`src/common/mm_config.svh`:
```
`ifndef MM_CONFIG_SVH
`define MM_CONFIG_SVH

// ------------------------------
// datapath shape
// ------------------------------
`define SIMD_LANES     4                   // words per beat
`define LOG_SIMD_LANES 2                   // log2 of the lane count
`define WORD_W         32                  // data word width

// A and C word address, 512-word max size over 4 lanes
`define ADDR_W         (9 - `LOG_SIMD_LANES)

// ------------------------------
// pipeline timing
// ------------------------------
`define MULT_LAT       4                   // product latency in cycles

// wait after last beat so every row total has reached the C port
`define DRAIN_WAIT     (`MULT_LAT + `LOG_SIMD_LANES + 4)

`endif

```
`src/common/mm_pkg.sv`:
```
`include "mm_config.svh"

package mm_pkg;

  typedef logic [`WORD_W-1:0] word_t;
  typedef logic [`SIMD_LANES-1:0][`WORD_W-1:0] vec_t;  // lane 0 in the low word

  // ------------------------------
  // outside ports
  // ------------------------------
  typedef struct packed {
    word_t data;                          // size, beat count or end marker
    logic  empty;
  } cmd_s;

  typedef struct packed {
    word_t data;                          // elapsed cycles
    logic  enq;                           // one-cycle push
  } stat_s;

  typedef struct packed {
    logic               we;
    logic [`ADDR_W-1:0] addr;
    vec_t               data;
  } a_load_s;

  typedef struct packed {
    vec_t data;                           // one B beat
    logic empty;
  } b_stream_s;

  typedef struct packed {
    logic               we;
    logic [`ADDR_W-1:0] addr;
    vec_t               data;             // SIMD_LANES results, first in lane 0
  } c_write_s;

  // ------------------------------
  // internal stages
  // ------------------------------
  typedef struct packed {
    logic valid;
    vec_t a;
    vec_t b;
    logic last;                           // final beat of a B row
  } beat_s;

  typedef struct packed {
    logic valid;
    vec_t sums;                           // per-lane row totals
  } lane_sums_s;

  typedef struct packed {
    logic  valid;
    word_t data;                          // one dot product
  } scalar_s;

endpackage

```
`src/source/result_packer.sv`:
```
`timescale 1ns/1ps
`include "mm_config.svh"

module result_packer (
  input  logic              CLK,
  input  logic              RST,
  input  mm_pkg::scalar_s   result,
  input  logic              new_matrix,
  output mm_pkg::c_write_s  c_wr
);

  localparam int LAST_SLOT = `SIMD_LANES - 1;

  logic [`LOG_SIMD_LANES:0] cnt;            // scalars held so far
  logic [`ADDR_W-1:0]       next_addr;
  logic [`ADDR_W-1:0]       wr_addr;
  logic                     wr_en;
  logic                     word_done;
  mm_pkg::vec_t             shift_q;

  assign word_done = result.valid && (int'(cnt) == LAST_SLOT);

  // ------------------------------
  // count and address
  // ------------------------------
  always_ff @(posedge CLK) begin
    if (RST) begin
      cnt       <= '0;
      next_addr <= '0;
      wr_addr   <= '0;
      wr_en     <= 1'b0;
    end else begin
      wr_en <= 1'b0;
      if (new_matrix) begin              // C restarts at word 0
        cnt       <= '0;
        next_addr <= '0;
      end else if (result.valid) begin
        if (word_done) begin
          cnt       <= '0;
          wr_en     <= 1'b1;
          wr_addr   <= next_addr;
          next_addr <= next_addr + 1'b1;
        end else begin
          cnt <= cnt + 1'b1;
        end
      end
    end
  end

  // newest scalar enters at the top, so after a full word the first sits in lane 0
  always_ff @(posedge CLK) begin
    if (result.valid) begin
      shift_q <= {result.data, shift_q[`SIMD_LANES-1:1]};
    end
  end

  assign c_wr = '{we: wr_en, addr: wr_addr, data: shift_q};

  a_c_we_pulse: assert property (@(posedge CLK) disable iff (RST)
    c_wr.we |=> !c_wr.we);

endmodule

```
`config.mk`:
```
export PLATFORM = sky130hd
export DESIGN_NAME = result_packer
export DESIGN_NICKNAME = d
export VERILOG_FILES = /design/src/common/mm_pkg.sv /design/src/source/result_packer.sv
export VERILOG_INCLUDE_DIRS = /design/src /design/src/common
export SDC_FILE = /design/constraint.sdc
export NUM_CORES = 1
export LEC_CHECK = 0
export BUFFER_PORTS_ARGS = -buffer_cell sky130_fd_sc_hd__clkbuf_2
export CAP_MARGIN = 15
export CORE_ASPECT_RATIO = 1.25
export CORE_MARGIN = 8
export CORE_UTILIZATION = 43
export CTS_BUF_LIST = sky130_fd_sc_hd__clkbuf_16
export CTS_CLUSTER_SIZE = 8
export DETAILED_ROUTE_END_ITERATION = 12
export PLACE_DENSITY = 0.74
export SKIP_CTS_REPAIR_TIMING = 1
export SLEW_MARGIN = 10
export SYNTH_ARGS = -nofsm -noshare
export SYNTH_HDL_FRONTEND = slang
export SYNTH_SLANG_ARGS = --single-unit
```
`constraint.sdc`:
```
create_clock -name CLK -period 1.4 [get_ports CLK]
set_clock_uncertainty 0.15 [all_clocks]
set_input_delay 0.14 -clock CLK [delete_from_list [all_inputs] [get_ports CLK]]
set_output_delay 0.14 -clock CLK [all_outputs]
set_load 0.02 [all_outputs]
```
== After elaboration in Yosys (flattened, before gate mapping) ==
Cells that the tools add are included.
Word-level totals
  register bits: 146
  bits in read-only memories: 0
  memories: 0
  word-level logic and storage cells: 20
  bits in writable memories: 0
  bits of input ports: 36
  output and inout port bits: 136
  latch bits: 0
Cells by class
  add/subtract/negate cells: 2
  eq/ne operators: 1
  $mul: 0
  bitwise operators: 2
  divide/modulo/power cells: 0
  reductions and logical operators: 5
  $lt $le $gt $ge: 0
  shift-type cells: 0
  multiplexer cells: 2
Operators with widths (count)
  7-bit by 1-bit adder with 7-bit output, second input constant: 1
  3-bit by 1-bit adder with 3-bit output, second input constant: 1
  3-bit equality test, second input constant: 1
  3-bit two-way mux: 1
  3-bit AND reduction: 1
  3-bit OR reduction: 1
  1-bit inverter: 2
  2-bit AND reduction: 1
  2-bit OR reduction: 1
  1-bit logical AND: 1
  1-bit two-way mux: 1

== Depth between registers and ports, before layout ==
  word-level depth: 3
  gate-level depth with buffers: 5
  gate-level depth less buffers: 4

== Least setup slack after synthesis ==
OpenSTA, ideal clock, no wires.
  path type: register to register
  from: reg cnt[0]
  to: reg next_addr[1]
  buffers on the path: 1
  setup time: 0.114 ns
  cell stages (with the launch flop): 6
  arrival time: 1.199 ns
  period minus slack after synthesis: 1.464 ns
  setup slack: -0.064 ns
  cell sequence: dfxtp_1 ha_1 nand3b_1 clkbuf_1 mux2i_1 nor2_1
Between the ends
  cells in the longest elaborated chain, start to end: 3
Ends and longest elaborated chain
  start, declared: RTL line result_packer.sv:14  | logic [`LOG_SIMD_LANES:0] cnt;
  start signal, assigned: RTL line result_packer.sv:44  | cnt <= cnt + 1'b1;
  3-bit equality test: RTL line result_packer.sv:21  | assign word_done = result.valid && (int'(cnt) == LAST_SLOT);
  1-bit logical AND: RTL line result_packer.sv:21
  2-bit AND reduction (no line)
  end signal, assigned: RTL line result_packer.sv:42  | next_addr <= next_addr + 1'b1;
  end, declared: RTL line result_packer.sv:15  | logic [`ADDR_W-1:0] next_addr;
No other way between the ends.
A chain may end at the register's enable or synchronous reset.

== Worst setup path in the final report ==
  from: reg cnt[1]
  to: reg next_addr[5]
Same word-level chain as after synthesis.

==> impl_metrics.ini <==
[outcome]
status = finished with violations
violations = negative setup slack

[synth]
syn-num-nets = 251
synth_top_area_frac = 0.8366
synth_cell_type_count = 25
synth-seq-cells = 146
muxShareOfSynthArea = 0.002179
ys_seq_area_frac = 0.9150
synthAdderAreaFrac = 0.005447
synth_area_leaders = edfxtp_1, dfxtp_1, a21oi_1
synth_compound_area_frac = 0.02560
syn_avg_cell_area_um2 = 21.57
synthSimpleGateAreaFrac = 0.03785
syn_area_um2 = 4594
yosys_warnings = 0
synth_top_family_by_area = simple AND/OR/NAND/NOR gates
syn-instance-count = 213
synth-xor-area-share = 0.003813
synth_top_area_cell = edfxtp_1

[worst_setup_path]
crit_family = simple AND/OR/NAND/NOR gates
cp_max_fo = 6
critPathCaptureType = flop
crit_path_start_kind = flop
crit_chain = ha_4, nand4b_1, or4_1, nand2_1
path_class = flop to flop
crit_buf_inv = 0
cpPeakStageDelay_ps = 540
slowest_stage = or4_1
crit_arrival_ps = 1730
crit_required_ps = 1610

[sta]
maxSlewViolCount = 0
fin_ws_ps = -121.1
finalSetupViolCount = 3
max_freq_mhz = 657.4
holdWs_ps = 29.03
hold_viol_final = 0
rsz0062_at_grt = true
fin_crit_ps = 1521
final.setup.tns_ps = -205.2
worst_pin_slew_ps = 411.7
relSlewSlack = 0.7255
finalCritPeriodShare = 1.086

[floorplan]
die_h_um = 131.6
rows = 42
die_x_um = 108.5
die_area_um2 = 14270
fp.coreArea_um2 = 10510
top_level_ports = 172
start_util = 0.4371

[pwr]
ir_worst_vdd_mv = 0.7784
leakagePower_nw = 2.712
fin_total_pwr_mw = 10.51
p_per_area_nw_per_um2 = 1568

[drt]
post-route-drc-count = 0
antenna_left = 0
routed_via_density = 4.639
post_drt_wl_per_cell_um = 17.46
via_count = 2728
wl_um = 10270
dr.first_iter.drc_count = 169
drtPass1Iterations = 4

[layout]
fin_cells = 588
drive_above_1_share = 0.5022
layout_common_cells = clkbuf_2, edfxtp_1, dlygate4sd3_1
syn_to_final_growth_pct = 45.97
nets = 481
post-route-util = 0.6381
n_antenna_cell = 0
final_common_cell = clkbuf_2

[placed_design]
place_inst = 522
io_buffers = 171
dp_hpwl_um = 7134
gp_congestion = 0.8536

[grt]
antenna_found_initial = 0
first_global_vias = 2655
grt_first_pass_wirelength_um = 14590
grt_max_degree = 82
track_usage = 0.1390
grt.overflow.total = 0

[clocking]
cts.sinks = 146
root_buffer = clkbuf_16
cts_tree = built
numCtsBuffers = 17
clk_pin_slew_worst_paths_ps = 60
h-tree-depth = 4
cts.path.max_buffers = 2
insertion_delay_ps = 410

[flow_run]
maxCapViolations = 0

[min_path]
hp-class = input port to flop
cells in the mapped netlist (all sizes together):
master and count:
nand3b 2, nand2b 2, a21oi 12, buf 4
clkbuf 3, xor2 2, ha 2, nand3 2
nand4 2, or3 3, and3 1, or2 1
mux2i 1, dfxtp 18, or4 1, nand4b 2
nand2 10, nor3 1, nor4bb 1, o21ai 10
nor2 4, o211ai 1, edfxtp 128
report_power, final:
part,internal (mW),leakage (nW),switching (mW),total (mW)
Sequential,5.04,1.40,0.110,5.15
Clock,2.82,0.291,1.73,4.55
Combinational,0.273,1.02,0.540,0.813
Total,8.13,2.71,2.38,10.5
path summary, 6_finish.rpt:
kind	from	to	depth (start not counted)	slack, ps
max	cnt[1]	next_addr[5]	4	-120
min	new_matrix	wr_addr[1]	3	30
max reg2reg	cnt[1]	next_addr[5]	4	-120
min reg2reg	c_wr[104]	c_wr[72]	0	290
metal layers:
metal | GRT usage | part of all wire | up-vias
met5 | 0 | 0 | -
met4 | 0.08009 | 0.025 | 0
met3 | 0.05528 | 0.077 | 17
met2 | 0.2529 | 0.58 | 98
met1 | 0.1234 | 0.32 | 1321
li1 | - | - | 1292
sequential cells by signal (all words and copies together) (netlist names):
name and cells:
cnt 3, c_wr 128, wr_en 1, next_addr 7, wr_addr 7
worst min-delay path: stages:
cell and delay [ps]:
clkbuf_2 150, o21ai_0 190, a21oi_1 60
stage by stage:
stage	worst slack, ps	area (um^2)
floorplan	-1.139	4611
global placement	-73.52	5709
detailed placement	-122.2	5709
CTS	-139.6	6316
global route	-172.2	6706
finish	-121.1	6706
kinds of logic after synthesis:
kind of cell    after synthesis
compound gates               23
xor+xnor                      2
fa+ha+maj                     2
buf+inv                       7
flops                       146
mux                           1
simple gates                 32
cell type report:
cell class / count / area, um^2
timing repair buffer: 218 / 1323
clock buffer: 17 / 425.4
multi-input combinational: 60 / 405.4
sequential: 146 / 4207
fill: 762 / 3804
clock inverter: 15 / 181.4
tap: 132 / 165.2
(Power assumes the default switching activity.)
