### src/common/mm_config.svh
`ifndef MM_CONFIG_SVH
`define MM_CONFIG_SVH

// ------------------------------
// datapath shape
// ------------------------------
`define SIMD_LANES     4                   // words per beat
`define LOG_SIMD_LANES 2                   // log2 of the lane count
`define WORD_W         32                  // data word width

// A and C word address, 512-word max size over 4 lanes
`define ADDR_W         (9 - `LOG_SIMD_LANES)

// ------------------------------
// pipeline timing
// ------------------------------
`define MULT_LAT       4                   // product latency in cycles

// wait after last beat so every row total has reached the C port
`define DRAIN_WAIT     (`MULT_LAT + `LOG_SIMD_LANES + 4)

`endif

### src/common/mm_pkg.sv
`include "mm_config.svh"

package mm_pkg;

  typedef logic [`WORD_W-1:0] word_t;
  typedef logic [`SIMD_LANES-1:0][`WORD_W-1:0] vec_t;  // lane 0 in the low word

  // ------------------------------
  // outside ports
  // ------------------------------
  typedef struct packed {
    word_t data;                          // size, beat count or end marker
    logic  empty;
  } cmd_s;

  typedef struct packed {
    word_t data;                          // elapsed cycles
    logic  enq;                           // one-cycle push
  } stat_s;

  typedef struct packed {
    logic               we;
    logic [`ADDR_W-1:0] addr;
    vec_t               data;
  } a_load_s;

  typedef struct packed {
    vec_t data;                           // one B beat
    logic empty;
  } b_stream_s;

  typedef struct packed {
    logic               we;
    logic [`ADDR_W-1:0] addr;
    vec_t               data;             // SIMD_LANES results, first in lane 0
  } c_write_s;

  // ------------------------------
  // internal stages
  // ------------------------------
  typedef struct packed {
    logic valid;
    vec_t a;
    vec_t b;
    logic last;                           // final beat of a B row
  } beat_s;

  typedef struct packed {
    logic valid;
    vec_t sums;                           // per-lane row totals
  } lane_sums_s;

  typedef struct packed {
    logic  valid;
    word_t data;                          // one dot product
  } scalar_s;

endpackage

### src/dot_engine/adder_tree.sv
`timescale 1ns/1ps
`include "mm_config.svh"

// registered pairwise reduction, LOG_SIMD_LANES levels deep
module adder_tree (
  input  logic               CLK,
  input  logic               RST,
  input  mm_pkg::lane_sums_s sums,
  output mm_pkg::scalar_s    result
);

  if (`LOG_SIMD_LANES == 0) begin : g_pass
    // single lane, keep one stage of latency
    mm_pkg::word_t data_q;
    logic          vld_q;

    always_ff @(posedge CLK) begin
      if (RST) begin
        vld_q <= 1'b0;
      end else begin
        vld_q <= sums.valid;
      end
    end

    always_ff @(posedge CLK) begin
      data_q <= sums.sums[0];
    end

    assign result = '{valid: vld_q, data: data_q};
  end else begin : g_tree
    for (genvar l = 0; l < `LOG_SIMD_LANES; l++) begin : g_lvl
      localparam int NW = `SIMD_LANES >> (l + 1);  // words at this level
      logic [NW-1:0][`WORD_W-1:0] part;
      logic                       vld;

      if (l == 0) begin : g_first
        always_ff @(posedge CLK) begin
          for (int j = 0; j < NW; j++) begin
            part[j] <= sums.sums[2*j] + sums.sums[2*j+1];
          end
        end
        always_ff @(posedge CLK) begin
          if (RST) vld <= 1'b0;
          else     vld <= sums.valid;
        end
      end else begin : g_next
        always_ff @(posedge CLK) begin
          for (int j = 0; j < NW; j++) begin
            part[j] <= g_lvl[l-1].part[2*j] + g_lvl[l-1].part[2*j+1];
          end
        end
        always_ff @(posedge CLK) begin
          if (RST) vld <= 1'b0;
          else     vld <= g_lvl[l-1].vld;
        end
      end
    end

    assign result = '{valid: g_lvl[`LOG_SIMD_LANES-1].vld,
                      data:  g_lvl[`LOG_SIMD_LANES-1].part[0]};
  end

endmodule

### config.mk
export PLATFORM = sky130hd
export DESIGN_NAME = adder_tree
export DESIGN_NICKNAME = d
export VERILOG_FILES = /design/src/common/mm_pkg.sv /design/src/dot_engine/adder_tree.sv
export VERILOG_INCLUDE_DIRS = /design/src /design/src/common
export SDC_FILE = /design/constraint.sdc
export NUM_CORES = 1
export LEC_CHECK = 0
export ABC_CLOCK_PERIOD_IN_PS = 3400
export BUFFER_PORTS_ARGS = -buffer_cell sky130_fd_sc_hd__buf_2
export CORE_AREA = 2 2 144 146
export CTS_CLUSTER_DIAMETER = 80
export DETAILED_ROUTE_END_ITERATION = 6
export DIE_AREA = 0 0 146 148
export GPL_ROUTABILITY_DRIVEN = 0
export SLEW_MARGIN = 0
export SYNTH_ARGS = -nofsm -noshare
export SYNTH_HDL_FRONTEND = slang
export SYNTH_SLANG_ARGS = --single-unit
### constraint.sdc
create_clock -name CLK -period 3.4 [get_ports CLK]
set_clock_uncertainty 0.05 [all_clocks]
set_input_delay 0.34 -clock CLK [delete_from_list [all_inputs] [get_ports CLK]]
set_output_delay 0.34 -clock CLK [all_outputs]
set_load 0.03 [all_outputs]
### Word level (Yosys, flattened, before mapping)

Cells that the tools add are included.

* $add $sub $neg: 3

Operators by type and width (count)
* $add 32x32->32: 3

* register bits after elaboration: 98
* bits of input ports: 131
* output and inout bits: 33

### Longest topological paths before layout

Gate-level depths: netlist of the first run.

* depth in word-level cells: 1
* depth in mapped cells: 10
* depth with buffers taken out: 10

### Worst setup path before layout of the first run

OpenSTA, ideal clock, no wires.

* path kind: register -> register
* start point: register g_tree.g_lvl[0].part[0] (netlist bit)
* end point: register g_tree.g_lvl[1].part[28] (netlist bit)
* library setup time: 0.058 ns
* arrival time: 2.486 ns
* setup slack: 0.806 ns
* cell stages (with the launch flop): 11
* period minus slack after synthesis: 2.594 ns
* path through: dfxtp_1 ha_1 fa_1 a21o_1 a21oi_1 o211ai_2 o22ai_1 o21ai_1 a22o_1 o41ai_4 o21a_1

* longest elaborated chain between the ends: 1

RTL lines
* start, declared: line adder_tree.sv:33 `` logic [NW-1:0][`WORD_W-1:0] part; ``
* start signal, assigned by index: line adder_tree.sv:39 `part[j] <= sums.sums[2*j] + sums.sums[2*j+1];`
* $add 32x32->32: line adder_tree.sv:49 `part[j] <= g_lvl[l-1].part[2*j] + g_lvl[l-1].part[2*j+1];`
* end signal, assigned by index: line adder_tree.sv:49
* end, declared: line adder_tree.sv:33

Every way passes these cells.
A chain may end at the register's enable or synchronous reset.

### Final worst setup path of the first run

* start point: register g_tree.g_lvl[0].part[0] (netlist bit)
* end point: register g_tree.g_lvl[1].part[30] (netlist bit)

Same word-level chain as after synthesis.

==> results.json, run 1 <==
{
  "status": "completed",
  "synthDominantAreaCellType": "dfxtp_1",
  "tritoncts_clock_tree": "built",
  "worst_hold_path.num_cells": 2,
  "synth_seq_area_share": 0.282,
  "maxSlewHeadroom": 0.543,
  "clk_pin_slew_ns": 0.07,
  "tritoncts.num_buffers": 9,
  "vias_in_the_first_global_route": 5942,
  "fmaxAchievable_mhz": 343,
  "ys.flop_type": "dfxtp_1",
  "fin_nets": 1198,
  "drive_above_1_share": 0.200,
  "core_box_area_um2": 20000,
  "post-route-min-period_ns": 2.92,
  "setup.worst_path.class": "reg2reg",
  "max-vdd-ir-drop_mv": 0.221,
  "synth_cells": 808,
  "finalHoldViolCount": 0,
  "worstSetupStartpointType": "flip-flop",
  "grt_overflow_total": 0,
  "max_slew.worst_pin.slew_ns": 0.668,
  "globalRouteTotalUtil": 0.166,
  "r2r-end": "g_tree.g_lvl[1].part[30]",
  "clock_sink_count": 98,
  "cp_num_buf_inv": 0,
  "post-dp-hpwl_mm": 15.2,
  "place.port_buffers": 163,
  "r2r_setup_slk_ns": 0.48,
  "path_cells": "ha_1 -> fa_1 -> a21o_1 -> a21oi_1 -> o211ai_2 -> o22ai_1 -> o21ai_1 -> a22o_1 -> a41oi_1 -> xnor2_1",
  "critical_path_required_ns": 3.63,
  "grt_max_degree": 17,
  "synth_enable_flop_cells": 0,
  "synth_most_common_cell": "dfxtp_1",
  "p_total_w": 0.00548,
  "synth.top_cells.by_area": "dfxtp_1, ha_1, xnor2_1, a21oi_1, a21o_1",
  "initial_utilization": 0.347,
  "yosys.area.top_type_share": 0.282,
  "power.density_nw_per_um2": 654,
  "maxCapViolCount": 0,
  "max-clock-path-buffers": 2,
  "arrival_ns": 3.15,
  "timing.critical_path.to_type": "flip-flop",
  "fin_hold_ws_ns": 0.100,
  "die_area_um2": 21600,
  "rsz0062_at_grt": "no",
  "critPathMaxFanout": 5,
  "finish.utilization": 0.418,
  "ys_async_sr_fraction": 0,
  "post_cts_resize_count": 0,
  "timing.final.setup_violations": 0,
  "syn2layout_area_growth_pct": 20.4,
  "detailedRoute.firstPassIterationCount": 5,
  "finalWirelength_mm": 18.1,
  "route.detailed.vias_per_inst": 5.02,
  "net_count_of_the_mapped_netlist": 1035,
  "postRouteAntennaNets": 0,
  "power.static_leakage_nw": 3.92,
  "post_synth.cell_area_avg_um2": 8.61,
  "clockRootBuffer": "clkbuf_16",
  "top_level_ports": 164,
  "reg2reg_depth": 10,
  "report.final.slew_viol_count": 0,
  "ctsHoldBuffers": 0,
  "yosys-top-cells-count": "dfxtp_1, ha_1, a21oi_1",
  "nFillCells": 2026,
  "post-route-period-util": 0.857,
  "wl_per_cell_um": 14.5,
  "route.vias.total": 6255,
  "holdCritStartpoint": "RST",
  "hold_class": "in2reg",
  "post_cts.repair.setup_buffers": 0,
  "ys_types": 64,
  "cp_top_family": "compound AO/OA/AOI/OAI gates",
  "antenna_found_initial": 1,
  "warnings_synthesis": 0,
  "slowest_delay_ns": 0.40,
  "reg2reg_from": "g_tree.g_lvl[0].part[0]",
  "syn_area_um2": 6960,
  "first_iter_violations": 237,
  "die_height_um": 148,
  "fin_area_um2": 8380,
  "totalNegativeSetupSlack_ns": 0,
  "multi_input_area_um2": 4850,
  "fp-row-count": 52,
  "clk_latency_ns": 0.35,
  "grt_first_pass_wirelength_mm": 29.0,
  "die_width_um": 146,
  "hold_end": "g_tree.g_lvl[1].vld",
  "seqCellArea_um2": 1960,
  "ys_seq_elements": 98,
  "cpMaxStageDelayCell": "fa_1",
  "detail_route.drc_violations": 0,
  "postPlaceCellArea_um2": 8060,
  "h-tree-depth": 3
}
## kinds of logic after synthesis
| logic type | after synthesis | share of synthesized area |
|---|---|---|
| DFF | 98 | 0.282 |
| muxes | 2 | 0.00288 |
| and+or+nand+nor | 232 | 0.160 |
| AOI/OAI and AO/OA | 269 | 0.263 |
| buffers and inverters | 35 | 0.0205 |
| xor gates and xnor gates | 76 | 0.0957 |
| adders and majority gates | 96 | 0.176 |
## metrics by stage
stage	instances	worst slack, ns
2_1_floorplan	808	0.806
3_3_place_gp	1230	0.538
3_5_place_dp	1230	0.474
4_1_cts	1245	0.488
5_1_grt	1246	0.290
6_report	1246	0.485
## cell type report
cell class | count | share of cell area
sequential | 98 | 0.234
multi-input combinational | 675 | 0.579
antenna | 1 | 0.000299
clock buffer | 9 | 0.0269
inverter | 23 | 0.0103
tap | 270 | 0.0403
timing repair buffer | 164 | 0.0983
clock inverter | 6 | 0.0108
## placed cells by master, fill, tap and decap left out, types with 16 or more instances in the layout
cell type | synthesis | routed
a21o_1 | 41 | 41
o21ai_0 | 40 | 40
inv_1 | 23 | 23
nand3_1 | 21 | 21
ha_1 | 93 | 93
nand2_1 | 63 | 63
a21oi_1 | 79 | 79
nor2_1 | 62 | 62
dfxtp_1 | 98 | 98
xor2_1 | 24 | 24
xnor2_1 | 52 | 52
nor3_1 | 16 | 16
buf_2 | 0 | 163
## how the worst max path moves through the flow
stage	startpoint	end	slack, ns	cells past startpoint
after floorplan	g_tree.g_lvl[0].part[0]	g_tree.g_lvl[1].part[28]	0.81	10
after global placement	sums[64]	g_tree.g_lvl[0].part[60]	0.54	11
after detailed placement	sums[0]	g_tree.g_lvl[0].part[28]	0.47	11
after CTS	g_tree.g_lvl[0].part[0]	g_tree.g_lvl[1].part[30]	0.49	10
after global routing	g_tree.g_lvl[0].part[0]	g_tree.g_lvl[1].part[30]	0.29	10
final	g_tree.g_lvl[0].part[0]	g_tree.g_lvl[1].part[30]	0.48	10
## power by group
part | total (W) | internal (W) | switching [W]
logic | 0.00272 | 0.00108 | 0.00165
registers | 0.00166 | 0.00153 | 0.000130
clock network | 0.00109 | 0.000644 | 0.000445
total | 0.00548 | 0.00325 | 0.00222
## state kept, by name (all words and copies together), names as in the netlist
name               flops
g_tree.g_lvl.part     96
g_tree.g_lvl.vld       2
## per-layer routing
metal	vias to the layer above	routed length (um)	global-route usage
met4	0	289	0.0485
met1	2763	8970	0.227
met3	20	899	0.0287
met2	156	7960	0.268
met5	-	0	0
li1	3316	-	-
## worst register-to-register path: cells and delay by family, from the launching register on
family / cells / cell delay [ns]
AOI/OAI and AO/OA: 7 / 1.75
xor gates and xnor gates: 1 / 0.14
DFF: 1 / 0.31
adders and majority gates: 2 / 0.61
No activity file was read; power rests on OpenSTA's default activity.
==> inputs of run 2 (changes only) <==
--- a/config.mk
+++ b/config.mk
@@ -13,6 +13,7 @@
 export DETAILED_ROUTE_END_ITERATION = 6
 export DIE_AREA = 0 0 146 148
 export GPL_ROUTABILITY_DRIVEN = 0
+export MAX_ROUTING_LAYER = met4
 export SLEW_MARGIN = 0
 export SYNTH_ARGS = -nofsm -noshare
 export SYNTH_HDL_FRONTEND = slang
==> results.json, run 2 (synthesized netlist as in run 1, its figures left out) <==
{
  "post_cts.repair.setup_buffers": 0,
  "cpMaxStageDelayCell": "fa_1",
  "reg2reg_from": "g_tree.g_lvl[0].part[0]",
  "tritoncts.num_buffers": 9,
  "slowest_delay_ns": 0.40,
  "antenna_found_initial": 1,
  "clk_pin_slew_ns": 0.07,
  "initial_utilization": 0.347,
  "grt_max_degree": 17,
  "fin_hold_ws_ns": 0.101,
  "setup.worst_path.class": "reg2reg",
  "globalRouteTotalUtil": 0.170,
  "post-route-period-util": 0.859,
  "route.detailed.vias_per_inst": 5.02,
  "core_box_area_um2": 20000,
  "final_cell_mix": "buf_2, dfxtp_1, ha_1",
  "grt_overflow_total": 0,
  "cp.depth": 10,
  "max-clock-path-buffers": 2,
  "post-route-min-period_ns": 2.92,
  "place_worst_setup_slack_ns": 0.474,
  "power.density_nw_per_um2": 654,
  "h-tree-depth": 3,
  "fmaxAchievable_mhz": 342,
  "clockRootBuffer": "clkbuf_16",
  "die_height_um": 148,
  "stdcell_count": 1246,
  "die_width_um": 146,
  "maxSlewHeadroom": 0.543,
  "r2r_setup_slk_ns": 0.48,
  "max_slew.worst_pin.slew_ns": 0.669,
  "power.static_leakage_nw": 3.92,
  "largest-register": "g_tree.g_lvl.part",
  "rsz0062_at_grt": "no",
  "cp_top_family": "compound AO/OA/AOI/OAI gates",
  "vias_in_the_first_global_route": 5947,
  "first_iter_violations": 251,
  "reg2reg_depth": 10,
  "finalHoldViolCount": 0,
  "report.final.slew_viol_count": 0,
  "post-dp-hpwl_mm": 15.2,
  "detailedRoute.firstPassIterationCount": 4,
  "timing.critical_path.to_type": "flip-flop",
  "post_cts_resize_count": 0,
  "grt_first_pass_wirelength_mm": 29.0,
  "timing.final.setup_violations": 0,
  "route.vias.total": 6252,
  "fin_nets": 1198,
  "top_level_ports": 164,
  "postRouteAntennaNets": 0,
  "cp_num_buf_inv": 0,
  "path_cells": "ha_1 -> fa_1 -> a21o_1 -> a21oi_1 -> o211ai_2 -> o22ai_1 -> o21ai_1 -> a22o_1 -> a41oi_1 -> xnor2_1",
  "place.port_buffers": 163,
  "worstSetupStartpointType": "flip-flop",
  "detail_route.drc_violations": 0,
  "critical_path_required_ns": 3.63,
  "largest_register_ff_count": 96,
  "timing.final.ws_setup_ns": 0.480,
  "syn2layout_area_growth_pct": 20.4,
  "clock_sink_count": 98,
  "maxCapViolCount": 0,
  "max-vdd-ir-drop_mv": 0.221,
  "drive_above_1_share": 0.200,
  "timing.critical_path.to": "g_tree.g_lvl[1].part[30]",
  "die_area_um2": 21600,
  "tritoncts_clock_tree": "built",
  "fp-row-count": 52,
  "status": "completed",
  "timing.critical_path.from": "g_tree.g_lvl[0].part[0]",
  "placed_cells_incl_taps": 1230,
  "largestRegisters": "g_tree.g_lvl.part x96, g_tree.g_lvl.vld x2",
  "wl_per_cell_um": 14.6,
  "p_total_w": 0.00548,
  "clk_latency_ns": 0.35,
  "most_common_cell_after_layout_fill_and_taps_aside": "buf_2",
  "finalWirelength_mm": 18.1,
  "r2r-end": "g_tree.g_lvl[1].part[30]",
  "critPathMaxFanout": 5,
  "totalNegativeSetupSlack_ns": 0,
  "arrival_ns": 3.15,
  "ctsHoldBuffers": 0,
  "hold_class": "in2reg"
}
==> run 2: final cells by class <==
class / instances / area (um^2)
clock buffers: 9 / 225
multi-input cells: 675 / 4850
flip-flops and latches: 98 / 1960
inverters: 23 / 86.3
well taps: 270 / 338
repair buffers: 164 / 823
diodes: 1 / 2.50
clock inverters: 6 / 90.1
fillers: 2026 / 11700
==> run 2: how the worst min path moves through the flow <==
stage	startpoint	end	slack [ns]	depth (start not counted)
floorplan	RST	g_tree.g_lvl[0].vld	0.36	1
global placement	g_tree.g_lvl[0].vld	g_tree.g_lvl[1].vld	0.37	1
detailed placement	g_tree.g_lvl[0].part[32]	g_tree.g_lvl[1].part[0]	0.38	1
CTS	RST	g_tree.g_lvl[1].vld	0.09	2
global route	RST	g_tree.g_lvl[1].vld	0.1	2
finish	RST	g_tree.g_lvl[1].vld	0.10	2
==> run 2: power breakdown <==
group / switching (W) / internal (W) / leakage (nW) / total (W)
sequential: 0.000130 / 0.00153 / 0.827 / 0.00166
clock: 0.000445 / 0.000644 / 0.152 / 0.00109
combinational: 0.00165 / 0.00108 / 2.94 / 0.00273
==> run 2: metal layers <==
metal  vias up  global-route usage  wire length, um
li1       3314                   -                -
met1      2761               0.228             9080
met2       159               0.268             7970
met3        18              0.0228              815
met4         0              0.0515              273
met5         -                   -                0
==> run 2: through the flow <==
stage               utilization  area, um^2
global route              0.418        8380
global placement          0.402        8060
CTS                       0.418        8380
detailed placement        0.402        8060
floorplan                     -        6960
finish                    0.418        8380
